===== src/eeprom_macros.svh =====
`ifndef EEPROM_MACROS_SVH
`define EEPROM_MACROS_SVH

// word address width, 2K x 8 part
`define EE_ADDR_W 11

// data byte width
`define EE_DATA_W 8

// device type code in the control byte
`define EE_DEV_CODE 4'b1010

// CLK cycles per quarter of an SCL period
// full SCL period is 4 * EE_SCL_QDIV cycles
`define EE_SCL_QDIV 2

`endif


===== src/eeprom_pkg.sv =====
package eeprom_pkg;

    // byte engine commands
    typedef enum logic [1:0] {
        CMD_START = 2'd0, // start or repeated start
        CMD_STOP  = 2'd1,
        CMD_WRITE = 2'd2, // 8 bits out, slave ack in
        CMD_READ  = 2'd3  // 8 bits in, master ack out
    } byte_cmd_e;

    // access sequencer states, one-hot
    typedef enum logic [9:0] {
        IDLE    = 10'b00_0000_0001,
        START   = 10'b00_0000_0010,
        CTRL_W  = 10'b00_0000_0100,
        ADDR    = 10'b00_0000_1000,
        DATA_W  = 10'b00_0001_0000,
        RESTART = 10'b00_0010_0000,
        CTRL_R  = 10'b00_0100_0000,
        DATA_R  = 10'b00_1000_0000,
        STOP    = 10'b01_0000_0000,
        DONE    = 10'b10_0000_0000
    } access_state_e;

endpackage


===== src/byte_link_if.sv =====
`timescale 1ns/10ps
`include "eeprom_macros.svh"

// four-phase req/ack link between sequencer and byte engine
interface byte_link_if;
    import eeprom_pkg::*;

    logic                  req;
    byte_cmd_e             cmd;
    logic [`EE_DATA_W-1:0] tx_byte;
    logic                  master_ack; // 0 ack, 1 nack after a read
    logic                  ack;
    logic [`EE_DATA_W-1:0] rx_byte;
    logic                  slave_nack; // sampled ack bit after a write

    modport master (
        output req, cmd, tx_byte, master_ack,
        input  ack, rx_byte, slave_nack
    );

    modport slave (
        input  req, cmd, tx_byte, master_ack,
        output ack, rx_byte, slave_nack
    );

endinterface


===== src/eeprom_access_fsm.sv =====
`timescale 1ns/10ps
`include "eeprom_macros.svh"

module eeprom_access_fsm (
    input  logic                  CLK,
    input  logic                  RESET,
    byte_link_if.master           link,
    input  logic                  host_req,
    input  logic                  host_we,
    input  logic [`EE_ADDR_W-1:0] host_addr,
    input  logic [`EE_DATA_W-1:0] host_wdata,
    output logic                  host_ack,
    output logic [`EE_DATA_W-1:0] host_rdata,
    output logic                  host_err
);
    import eeprom_pkg::*;

    access_state_e         state;
    access_state_e         next_state;
    logic                  wf; // write flag, low for a read
    logic [`EE_ADDR_W-1:0] addr_q;
    logic [`EE_DATA_W-1:0] wdata_q;
    logic [2:0]            addr_hi;
    logic                  step_done;

    assign addr_hi   = addr_q[`EE_ADDR_W-1 -: 3];
    assign step_done = link.req && link.ack;

    // command for the current step and its successor
    always_comb begin
        link.cmd        = CMD_WRITE;
        link.tx_byte    = '0;
        link.master_ack = 1'b1; // single byte read ends with nack
        next_state      = state;
        case (state)
            START: begin
                link.cmd   = CMD_START;
                next_state = CTRL_W;
            end
            CTRL_W: begin
                link.tx_byte = {`EE_DEV_CODE, addr_hi, 1'b0};
                next_state   = ADDR;
            end
            ADDR: begin
                link.tx_byte = addr_q[7:0];
                next_state   = wf ? DATA_W : RESTART;
            end
            DATA_W: begin
                link.tx_byte = wdata_q;
                next_state   = STOP;
            end
            RESTART: begin
                link.cmd   = CMD_START;
                next_state = CTRL_R;
            end
            CTRL_R: begin
                link.tx_byte = {`EE_DEV_CODE, addr_hi, 1'b1};
                next_state   = DATA_R;
            end
            DATA_R: begin
                link.cmd   = CMD_READ;
                next_state = STOP;
            end
            STOP: begin
                link.cmd   = CMD_STOP;
                next_state = DONE;
            end
            default: next_state = state;
        endcase
    end

    always_ff @(posedge CLK) begin
        if (RESET) begin
            state    <= IDLE;
            link.req <= 1'b0;
            host_ack <= 1'b0;
            host_err <= 1'b0;
        end else begin
            case (state)
                IDLE: begin
                    if (host_req) begin
                        host_err <= 1'b0;
                        state    <= START;
                    end
                end
                DONE: begin
                    if (!host_req) begin
                        host_ack <= 1'b0;
                        state    <= IDLE;
                    end
                end
                default: begin
                    if (!link.req && !link.ack) begin
                        link.req <= 1'b1; // previous ack must be low first
                    end else if (step_done) begin
                        link.req <= 1'b0;
                        if (state == STOP) begin
                            host_ack <= 1'b1;
                            state    <= DONE;
                        end else if (link.slave_nack) begin
                            host_err <= 1'b1; // abort with a stop
                            state    <= STOP;
                        end else begin
                            state <= next_state;
                        end
                    end
                end
            endcase
        end
    end

    always_ff @(posedge CLK) begin
        if (state == IDLE && host_req) begin
            wf      <= host_we;
            addr_q  <= host_addr;
            wdata_q <= host_wdata;
        end
        if (state == DATA_R && step_done)
            host_rdata <= link.rx_byte;
    end

    a_onehot: assert property (@(posedge CLK) disable iff (RESET) $onehot(state));

    // engine still holds ack for the finished stop step
    a_ack_in_done: assert property (@(posedge CLK) disable iff (RESET)
        $rose(host_ack) |-> state == DONE && link.ack && !link.req);

endmodule


===== src/eeprom_ctrl.sv =====
`timescale 1ns/10ps
`include "eeprom_macros.svh"

module eeprom_ctrl (
    input  logic                  CLK,
    input  logic                  RESET,
    input  logic                  host_req,
    input  logic                  host_we,
    input  logic [`EE_ADDR_W-1:0] host_addr,
    input  logic [`EE_DATA_W-1:0] host_wdata,
    output logic                  host_ack,
    output logic [`EE_DATA_W-1:0] host_rdata,
    output logic                  host_err,
    output logic                  scl,
    output logic                  sda_pull, // open-drain low enable
    input  logic                  sda_in
);

    byte_link_if link ();

    eeprom_access_fsm u_fsm (
        .CLK        (CLK),
        .RESET      (RESET),
        .link       (link.master),
        .host_req   (host_req),
        .host_we    (host_we),
        .host_addr  (host_addr),
        .host_wdata (host_wdata),
        .host_ack   (host_ack),
        .host_rdata (host_rdata),
        .host_err   (host_err)
    );

    i2c_byte_engine u_engine (
        .CLK      (CLK),
        .RESET    (RESET),
        .link     (link.slave),
        .scl      (scl),
        .sda_pull (sda_pull),
        .sda_in   (sda_in)
    );

endmodule


===== src/i2c_byte_engine.sv =====
`timescale 1ns/10ps
`include "eeprom_macros.svh"

module i2c_byte_engine (
    input  logic       CLK,
    input  logic       RESET,
    byte_link_if.slave link,
    output logic       scl,
    output logic       sda_pull,
    input  logic       sda_in
);
    import eeprom_pkg::*;

    localparam int QW = $clog2(`EE_SCL_QDIV + 1);
    localparam logic [QW-1:0] QLAST = QW'(`EE_SCL_QDIV - 1);

    logic                  busy;
    logic [QW-1:0]         qcnt;    // cycles within a quarter
    logic [1:0]            quarter; // 0-1 scl low, 2-3 scl high
    logic [3:0]            bit_idx; // 0..7 data, 8 ack
    byte_cmd_e             cmd_q;
    logic [`EE_DATA_W-1:0] shreg;
    logic                  mack_q;
    logic                  ctl_op;
    logic                  ack_bit;
    logic                  q_end;
    logic                  bit_end;
    logic                  op_end;
    logic                  q1_pull;

    assign ctl_op  = (cmd_q == CMD_START) || (cmd_q == CMD_STOP);
    assign ack_bit = (bit_idx == 4'(`EE_DATA_W));
    assign q_end   = busy && (qcnt == QLAST);
    assign bit_end = q_end && (quarter == 2'd3);
    assign op_end  = bit_end && (ctl_op || ack_bit);

    // sda level set in the middle of scl low
    always_comb begin
        case (cmd_q)
            CMD_START: q1_pull = 1'b0; // release before the high phase
            CMD_STOP:  q1_pull = 1'b1;
            CMD_WRITE: q1_pull = ack_bit ? 1'b0 : ~shreg[`EE_DATA_W-1];
            default:   q1_pull = ack_bit ? ~mack_q : 1'b0;
        endcase
    end

    always_ff @(posedge CLK) begin
        if (RESET) begin
            busy     <= 1'b0;
            qcnt     <= '0;
            quarter  <= 2'd0;
            bit_idx  <= 4'd0;
            scl      <= 1'b1;
            sda_pull <= 1'b0;
            link.ack <= 1'b0;
        end else if (!busy) begin
            if (link.req && !link.ack) begin
                busy    <= 1'b1;
                qcnt    <= '0;
                quarter <= 2'd0;
                bit_idx <= 4'd0;
                scl     <= 1'b0;
            end else if (link.ack && !link.req) begin
                link.ack <= 1'b0;
            end
        end else if (q_end) begin
            qcnt    <= '0;
            quarter <= quarter + 2'd1;
            case (quarter)
                2'd0: sda_pull <= q1_pull;
                2'd1: scl <= 1'b1;
                2'd2: begin
                    if (ctl_op)
                        sda_pull <= (cmd_q == CMD_START); // edge while scl high
                end
                default: begin
                    if (op_end) begin
                        busy     <= 1'b0;
                        link.ack <= 1'b1;
                    end else begin
                        bit_idx <= bit_idx + 4'd1;
                        scl     <= 1'b0;
                    end
                end
            endcase
        end else begin
            qcnt <= qcnt + 1'b1;
        end
    end

    // command capture, shifting and sampling
    always_ff @(posedge CLK) begin
        if (!busy && link.req && !link.ack) begin
            cmd_q           <= link.cmd;
            shreg           <= link.tx_byte;
            mack_q          <= link.master_ack;
            link.slave_nack <= 1'b0;
        end else if (q_end && quarter == 2'd2 && !ctl_op) begin
            if (cmd_q == CMD_WRITE && ack_bit)
                link.slave_nack <= sda_in;
            else if (cmd_q == CMD_READ && !ack_bit)
                shreg <= {shreg[`EE_DATA_W-2:0], sda_in}; // msb first
        end else if (bit_end && cmd_q == CMD_WRITE && !ack_bit) begin
            shreg <= {shreg[`EE_DATA_W-2:0], 1'b0};
        end
        if (op_end && cmd_q == CMD_READ)
            link.rx_byte <= shreg;
    end

    // data only moves while scl is low, apart from start and stop edges
    a_sda_stable: assert property (@(posedge CLK) disable iff (RESET)
        (scl && $past(scl) && !(busy && ctl_op)) |-> $stable(sda_pull));

    a_ack_req: assert property (@(posedge CLK) disable iff (RESET)
        $rose(link.ack) |-> link.req);

endmodule


===== config.mk =====
export PLATFORM = sky130hd
export DESIGN_NAME = eeprom_ctrl
export DESIGN_NICKNAME = d
export VERILOG_FILES = /design/src/eeprom_pkg.sv /design/src/byte_link_if.sv /design/src/eeprom_access_fsm.sv /design/src/eeprom_ctrl.sv /design/src/i2c_byte_engine.sv
export VERILOG_INCLUDE_DIRS = /design/src /design/src/src
export SDC_FILE = /design/constraint.sdc
export NUM_CORES = 1
export LEC_CHECK = 0
export ABC_AREA = 1
export BUFFER_PORTS_ARGS = -buffer_cell sky130_fd_sc_hd__buf_4
export CAP_MARGIN = 20
export CORE_UTILIZATION = 45
export CTS_BUF_LIST = sky130_fd_sc_hd__clkbuf_8
export CTS_CLUSTER_SIZE = 28
export DETAILED_ROUTE_END_ITERATION = 8
export GPL_ROUTABILITY_DRIVEN = 0
export SLEW_MARGIN = 20
export SYNTH_ARGS = -nofsm -noshare
export SYNTH_HDL_FRONTEND = slang
export SYNTH_SLANG_ARGS = --single-unit

===== constraint.sdc =====
create_clock -name CLK -period 5.6 [get_ports CLK]
set_input_delay 1.12 -clock CLK [delete_from_list [all_inputs] [get_ports CLK]]
set_output_delay 1.12 -clock CLK [all_outputs]
set_load 0.05 [all_outputs]

# [Word level (Yosys, flattened, before mapping)]
# Cells that the tools add are included.
[word_totals] ff_bits=72 in_bits=24 wordCells=173 out_inout_bits=12
[op_classes] eq_ne=34 n_bitwise=4 n_reduce_logical=54 n_mux=59 addsub=3
[op_table] cell="$mux W10" n=6
[op_table] cell="$pmux W10 S6" n=1
[op_table] cell="$mux W8" n=5
[op_table] cell="$pmux W8 S4" n=1
[op_table] cell="$mux W1" n=28
[op_table] cell="$mux W4" n=5
[op_table] cell="$ne A2 B2 Y1 const B" n=10
[op_table] cell="$pmux W10 S2" n=1
[op_table] cell="$logic_and A1 B1 Y1" n=18
[op_table] cell="$reduce_bool A2 Y1" n=8
[op_table] cell="$reduce_and A5 Y1" n=3
[op_table] cell="$reduce_and A4 Y1" n=3
[op_table] cell="$eq A10 B1 Y1 const B" n=1
[op_table] cell="$eq A10 B10 Y1 const B" n=1
[op_table] cell="$eq A10 B2 Y1 const B" n=1
[op_table] cell="$eq A10 B3 Y1 const B" n=1
[op_table] cell="$eq A10 B4 Y1 const B" n=1
[op_table] cell="$eq A10 B5 Y1 const B" n=1
[op_table] cell="$eq A10 B6 Y1 const B" n=1
[op_table] cell="$eq A10 B7 Y1 const B" n=1
[op_table] cell="$eq A10 B8 Y1 const B" n=1
[op_table] cell="$eq A10 B9 Y1 const B" n=1
[op_table] cell="$mux W2" n=5
[op_table] cell="$pmux W1 S2" n=5
[op_table] cell="21 further kinds" n=45

# [Longest topological paths before layout]
# Gate-level depths: netlist (run 1).
[depth] word_depth=8 depth_mapped=12 ltp_nobuf=12

# [Modules after synthesis]
# A second synthesis (run 1) with hierarchy kept.
[unflattened] hier_cells=373 area_unflattened_um2=3472.1
[modules_own_cells] module="eeprom_access_fsm" cells_per_inst=215 area_each_um2=1974.4 instances=1 seq_area_each_um2=1101.1
[modules_own_cells] module="i2c_byte_engine" cells_per_inst=158 area_each_um2=1497.7 instances=1 seq_area_each_um2=830.8

# [Worst setup path after synthesis (run 1)]
# OpenSTA, ideal clock, no wires.
[synth_path] path_type="input to register" startpoint="input port host_req" endpoint="register u_fsm.addr_q[0], enable pin" setup_slack_ns=3.163 arrival_time_ns=2.040 path_buffers=0 stages=2 setup_ns=0.397 required_ns=5.203 cell_sequence="inv_1 -> nor2_1"
[synth_between] elab_chain_cells=1
[synth_lines] item="start: declaration" line_no="eeprom_ctrl.sv:7" text="input logic host_req,"
[synth_lines] item="$logic_and A1 B1 Y1" line_no="eeprom_access_fsm.sv:113" text="if (state == IDLE && host_req) begin"
[synth_lines] item="end signal: assignment" line_no="eeprom_access_fsm.sv:115" text="addr_q <= host_addr;"
[synth_lines] item="end: declaration" line_no="eeprom_access_fsm.sv:21" text="logic [`EE_ADDR_W-1:0] addr_q;"
# Every way passes these cells.
# A chain may end at the register's enable or synchronous reset.

# [Worst setup path after layout (run 1)]
[layout_path] startpoint="register u_engine.cmd_q[0]" endpoint="register u_engine.shreg[2], enable pin"
[layout_between] elab_chain_cells=6 elab_cells_between_ends=15 cone_classes="eq/ne: 5; reduce/logical: 10"
[layout_lines] item="start: declaration" line_no="i2c_byte_engine.sv:21" text="byte_cmd_e cmd_q;"
[layout_lines] item="start signal: assignment" line_no="i2c_byte_engine.sv:94" text="cmd_q <= link.cmd;"
[layout_lines] item="$eq A2 B1 Y1 or $logic_not A2 Y1 (tied branches)" line_no="i2c_byte_engine.sv:31" text="assign ctl_op = (cmd_q == CMD_START) || (cmd_q == CMD_STOP);"
[layout_lines] item="$logic_or A1 B1 Y1" line_no="i2c_byte_engine.sv:31"
[layout_lines] item="$logic_not A1 Y1" line_no="i2c_byte_engine.sv:98" text="end else if (q_end && quarter == 2'd2 && !ctl_op) begin"
[layout_lines] item="$logic_and A1 B1 Y1" line_no="i2c_byte_engine.sv:98"
[layout_lines] item="$ne A3 B2 Y1 (no line) or $reduce_bool A3 Y1 (tied branches)"
[layout_lines] item="$reduce_and A3 Y1 (no line) *"
[layout_lines] item="end signal: assignment" line_no="i2c_byte_engine.sv:95" text="shreg <= link.tx_byte;"
[layout_lines] item="end signal: assignment" line_no="i2c_byte_engine.sv:102" text="shreg <= {shreg[`EE_DATA_W-2:0], sda_in};"
[layout_lines] item="end signal: assignment" line_no="i2c_byte_engine.sv:104" text="shreg <= {shreg[`EE_DATA_W-2:0], 1'b0};"
[layout_lines] item="end: declaration" line_no="i2c_byte_engine.sv:22" text="logic [`EE_DATA_W-1:0] shreg;"
# Mark *: on every way between the ends. The rest lies on a longest branch, timed or not.

==> flow_summary.ini, run 1 <==
[cts]
cts_hold_buf = 0
clock_sinks = 72
cts_buffers = 9
cts_tree = done
cts.htree.levels = 3
clock_latency_ns = 0.35
cts_setup_buffers = 0
clkSlewWorstSetupHoldPaths_ns = 0.08
cts-resized-gates = 0
ctsRootBufferMaster = clkbuf_8
cts_buffer_depth = 2

[drt]
drt_pass1_iterations = 5
routedWlPerCell_um = 12.4
first_iter_violations = 111
drt-vias-per-instance = 4.87
vias = 2452
wl_mm = 6.25
drc = 0
antenna_left = 0

[finish]
layout_common_cells = 65 x nand2_1, 46 x edfxtp_1, 40 x inv_1, 40 x nor2_1, 36 x buf_4
fillers = 679
antennaDiodeCount = 0
drive_gt1_share_pct = 20.5
multi_input_area_um2 = 1310
seq_area_um2 = 1900
nets = 438
final_common_cell = nand2_1
post-route-util_pct = 54.5
area_growth_pct = 16.4

[timing]
maxSlewHeadroom_pct = 53.8
fin_crit_ns = 2.05
finalCritPeriodShare_pct = 36.7
fin_setup_tns_ns = 0
setup_viol_count_final = 0
slew_violations = 0
rsz0062_at_grt = false
fin_ws_ns = 3.55
hold_viol_final = 0
worst_pin_slew_ns = 0.691
fin_skew_ns = 0.0147
max_freq_mhz = 487

[global_route]
overflow = 0
grt_util_all_layers_pct = 17.7
grt_pass1_vias = 2283
antenna_found_initial = 0
grt_pass1_wl_mm = 10.5
grt_max_degree = 21

[floorplanning]
start_util_pct = 46.8
die_w_um = 89.1
die_area_um2 = 7940
rows = 31
ios = 36
fp.dieH_um = 89.1
core_area_um2 = 7290

[critical_path]
required_ns = 5.66
crit_type = flop to flop
crit_buf_inv = 1
reg2regPathDepth = 7
slowest_stage = edfxtp_1
start_kind = flop
crit_fanout = 6
cpPeakStageDelay_ns = 0.43
crit_family = simple AND/OR/NAND/NOR gates
crit_cells = 7
path_common_cell = nor2_1
endpoint_kind = flop
arrival_ns = 2.12
path_cells = ha_1, nor2_1, nand2_1, nor2_1, a31oi_1, o21ai_0, buf_2

[placement]
dp_hpwl_mm = 4.52
dp_slack_ns = 3.21
portBuffers = 35

[synthesis]
synthCells = 357
synthDistinctLibCells = 32
synth-seq-cells = 72
synth_flop_cell = edfxtp_1
yosysWarnings = 0
syn_avg_cell_area_um2 = 9.57
syn-cell-area_um2 = 3420
ys_async_sr_fraction_pct = 0
syn-num-nets = 396
seq_area_frac_synth_pct = 55.7
synth_edf_count = 46

[power]
ir_drop_v = 0.000196
p_leak_uw = 0.00165
power.density_nw_per_um2 = 427

[flow_run]
maxCapViolCount = 0

[run_status]
status = finished clean

[worst_hold_path]
min_path_cells = 0
holdCritPathClass = flop to flop
==> sequential cells by signal, summed over array words and instances, names as in the netlist, 2 cells and up <==
name                   cells
u_engine.qcnt              2
u_fsm.wdata_q              8
u_engine.quarter           2
u_engine.cmd_q             2
u_engine.link.rx_byte      8
u_fsm.addr_q              11
u_fsm.state               10
u_fsm.host_rdata           8
u_engine.shreg             8
u_engine.bit_idx           4
==> metrics by stage <==
step                total power [µW]  area [µm²]  cells  hold WS, ns
floorplan                       1190        3420    357        0.400
global placement                1280        3770    486        0.401
detailed placement              1290        3770    486        0.405
CTS                             1710        3970    502        0.420
global route                    1810        3980    503        0.427
finish                          1700        3980    503        0.417
==> synth_stat cells, types with 3 or more instances <==
| library cell | count | share of area [%] |
|---|---|---|
| nand2_1 | 65 | 7.1 |
| nor3_1 | 4 | 0.59 |
| edfxtp_1 | 46 | 40 |
| a31oi_1 | 4 | 0.73 |
| nor2_2 | 9 | 1.6 |
| inv_1 | 40 | 4.4 |
| clkbuf_1 | 3 | 0.33 |
| a22o_1 | 3 | 0.77 |
| nor2_1 | 40 | 4.4 |
| dfxtp_1 | 26 | 15 |
| a21oi_1 | 31 | 4.5 |
| nand3_1 | 24 | 3.5 |
| nor2_4 | 3 | 0.99 |
| inv_2 | 3 | 0.33 |
| nand2_2 | 7 | 1.3 |
| o21ai_0 | 11 | 1.6 |
| ha_1 | 15 | 5.5 |
| a21o_1 | 5 | 1.1 |
==> metal layers <==
layer	vias to the layer above	routed length, µm	GRT usage (%)
li1	1277	-	-
met1	1116	3020	23.1
met2	47	2880	28.2
met3	12	256	5.36
met4	0	85	5.77
met5	-	0	0
==> where the power goes <==
group | total [µW] | internal (µW) | switching [µW]
registers | 768 | 706 | 61.1
clock network | 416 | 209 | 207
logic | 512 | 168 | 344
total | 1700 | 1080 | 612
==> layout make-up <==
| class | count | area share [%] |
|---|---|---|
| clock buffers | 9 | 3.12 |
| clock inverters | 7 | 1.89 |
| inverters | 43 | 4.06 |
| multi-input cells | 236 | 33.1 |
| flip-flops and latches | 72 | 47.8 |
| well taps | 99 | 3.12 |
| repair buffers | 37 | 6.92 |
==> worst paths after layout <==
| check | from | endpoint | slack, ns |
|---|---|---|---|
| worst min register to register | u_engine.link.rx_byte[4]$_DFFE_PP_ | u_fsm.host_rdata[4]$_DFFE_PP_ | 0.42 |
| worst max-delay path | u_engine.cmd_q[0]$_DFFE_PP_ | u_engine.shreg[2]$_DFFE_PP_ | 3.55 |
| worst min-delay path | u_engine.link.rx_byte[4]$_DFFE_PP_ | u_fsm.host_rdata[4]$_DFFE_PP_ | 0.42 |
| worst max register to register | u_engine.cmd_q[0]$_DFFE_PP_ | u_engine.shreg[2]$_DFFE_PP_ | 3.55 |
==> kinds of logic after synthesis <==
group           share of synthesized area, %
compound gates                          9.16
xor+xnor                               0.256
fa+ha+maj                               5.49
buf+inv                                 5.86
flops                                   55.7
simple gates                            23.6
Note: power is estimated with default switching activity, not from simulation.
==> run 2, diff against run 1 <==
Settings changed: PLACE_DENSITY from default to 0.66.
Clock period 5.6 ns to 1.71 ns, I/O delays scaled along.
==> run 2 against run 1 <==
Compared with the run above: the flow now finishes with violations (negative setup slack); power grew to 3.8 times the previous value; via count is 6.1% higher; sequential cell count stayed put; first-iteration DRC count is 25% higher; wire length is 12% higher; combinational power grew to 4.7 times the previous value; critical path type unchanged; critical endpoint is now u_engine.shreg[1]$_DFFE_PP_.
==> flow_summary.ini, run 2 (synthesis gave the netlist of run 1 again) <==
[floorplanning]
fp.dieH_um = 89.1
die_area_um2 = 7940
core_area_um2 = 7290
die_w_um = 89.1
rows = 31
ios = 36
start_util_pct = 46.8

[drt]
first_iter_violations = 139
drt_pass1_iterations = 4
vias = 2601
wl_mm = 7.01
drt-vias-per-instance = 4.83
drc = 0
antenna_left = 0
routedWlPerCell_um = 13.0

[finish]
reg_top3 = u_fsm.addr_q (11), u_fsm.state (10)
nets = 474
layout_common_cells = 67 x buf_4, 61 x nand2_1, 46 x edfxtp_1
largest_register_ffs = 11
drive_gt1_share_pct = 33.6
area_growth_pct = 31.6
stdcell_count = 539
regMostFlops = u_fsm.addr_q
final_common_cell = buf_4
antennaDiodeCount = 0
finalInstanceArea_um2 = 4500

[critical_path]
required_ns = 1.78
start_kind = flop
crit_type = flop to flop
endpoint_kind = flop
arrival_ns = 1.79
crit_fanout = 8

[cts]
cts.htree.levels = 3
cts_buffer_depth = 2
cts_buffers = 9
clock_sinks = 72
clock_latency_ns = 0.36
clkSlewWorstSetupHoldPaths_ns = 0.08
ctsRootBufferMaster = clkbuf_8
cts_tree = done

[flow_run]
maxCapViolCount = 0

[power]
power_uw = 6450
ir_drop_v = 0.000780
power.density_nw_per_um2 = 1440
p_leak_uw = 0.00189

[global_route]
grt_pass1_vias = 2331
grt_pass1_wl_mm = 10.3
grt_max_degree = 21
overflow = 0
antenna_found_initial = 0
grt_util_all_layers_pct = 17.5

[timing]
hold_viol_final = 0
fin_ws_ns = -0.00930
slew_violations = 0
rsz0062_at_grt = true
worst_pin_slew_ns = 0.509
fin_setup_tns_ns = -0.0675
finalCritPeriodShare_pct = 101
fin_crit_ns = 1.72
fin_skew_ns = 0.0123
maxSlewHeadroom_pct = 66.0
setup_viol_count_final = 8
max_freq_mhz = 582

[run_status]
violations = negative setup slack
status = finished, violations left

[placement]
portBuffers = 35
dp_hpwl_mm = 4.60
placed_area_um2 = 3950
dp_cells = 507

[worst_hold_path]
holdCritPathClass = primary input to flop
run 2: cell types whose count changed in the layout (fill, tap and decap cells not counted), sizes merged:
cell,before,now
bufinv,1,2
inv,46,45
clkinv,2,1
clkbuf,9,10
clkinvlp,1,2
nand3,26,27
buf,37,71
run 2: critical path: stages, from the launching register on:
cell,delay (ns)
edfxtp_1,0.46
ha_4,0.21
nor2_4,0.14
nand2_2,0.10
nor2_4,0.13
a31oi_1,0.07
o21ai_2,0.18
buf_12,0.14
run 2: area by class of cell:
type | instances | area, µm²
multi-input combinational | 237 | 1470
sequential | 72 | 1920
timing repair buffer | 72 | 599
tap | 99 | 124
fill | 651 | 2800
clock inverter | 7 | 96.3
inverter | 43 | 164
clock buffer | 9 | 124
run 2: worst paths after layout:
check	startpoint	end	slack, ns	cells after the start
worst max-delay path	u_engine.cmd_q[0]$_DFFE_PP_	u_engine.shreg[1]$_DFFE_PP_	-0.009	7
worst min-delay path	host_wdata[6]	u_fsm.wdata_q[6]$_DFFE_PP_	0.16	1
worst max register to register	u_engine.cmd_q[0]$_DFFE_PP_	u_engine.shreg[1]$_DFFE_PP_	-0.009	7
worst min register to register	u_engine.link.rx_byte[0]$_DFFE_PP_	u_fsm.host_rdata[0]$_DFFE_PP_	0.42	0
run 2: per-stage QoR:
step           hold WS (ns)  setup WS (ns)  util [%]
3_3_place_gp          0.401        -0.0463      54.2
3_5_place_dp          0.405         -0.136      54.2
5_1_grt               0.143        -0.0756      61.7
6_report              0.160       -0.00930      61.7
4_1_cts               0.152        0.00486      58.2
2_1_floorplan         0.400         0.0362         -
run 2: routing by layer:
layer / GRT usage, % / part of all wire (%)
met2: 30.2 / 52
met4: 5.63 / 1.1
met3: 5.36 / 3.2
met1: 20.9 / 44
met5: 0 / 0
run 2: power breakdown:
part / switching (µW) / internal, µW
clock network: 679 / 823
logic: 1360 / 1060
registers: 206 / 2320
run 2: what timing repair did:
item	CTS	global route
hold buffers	0	0
gates resized for setup	8	41
pin swaps	5	18
buffers inserted	4	10
gates cloned	0	2
setup endpoints to repair	12	34
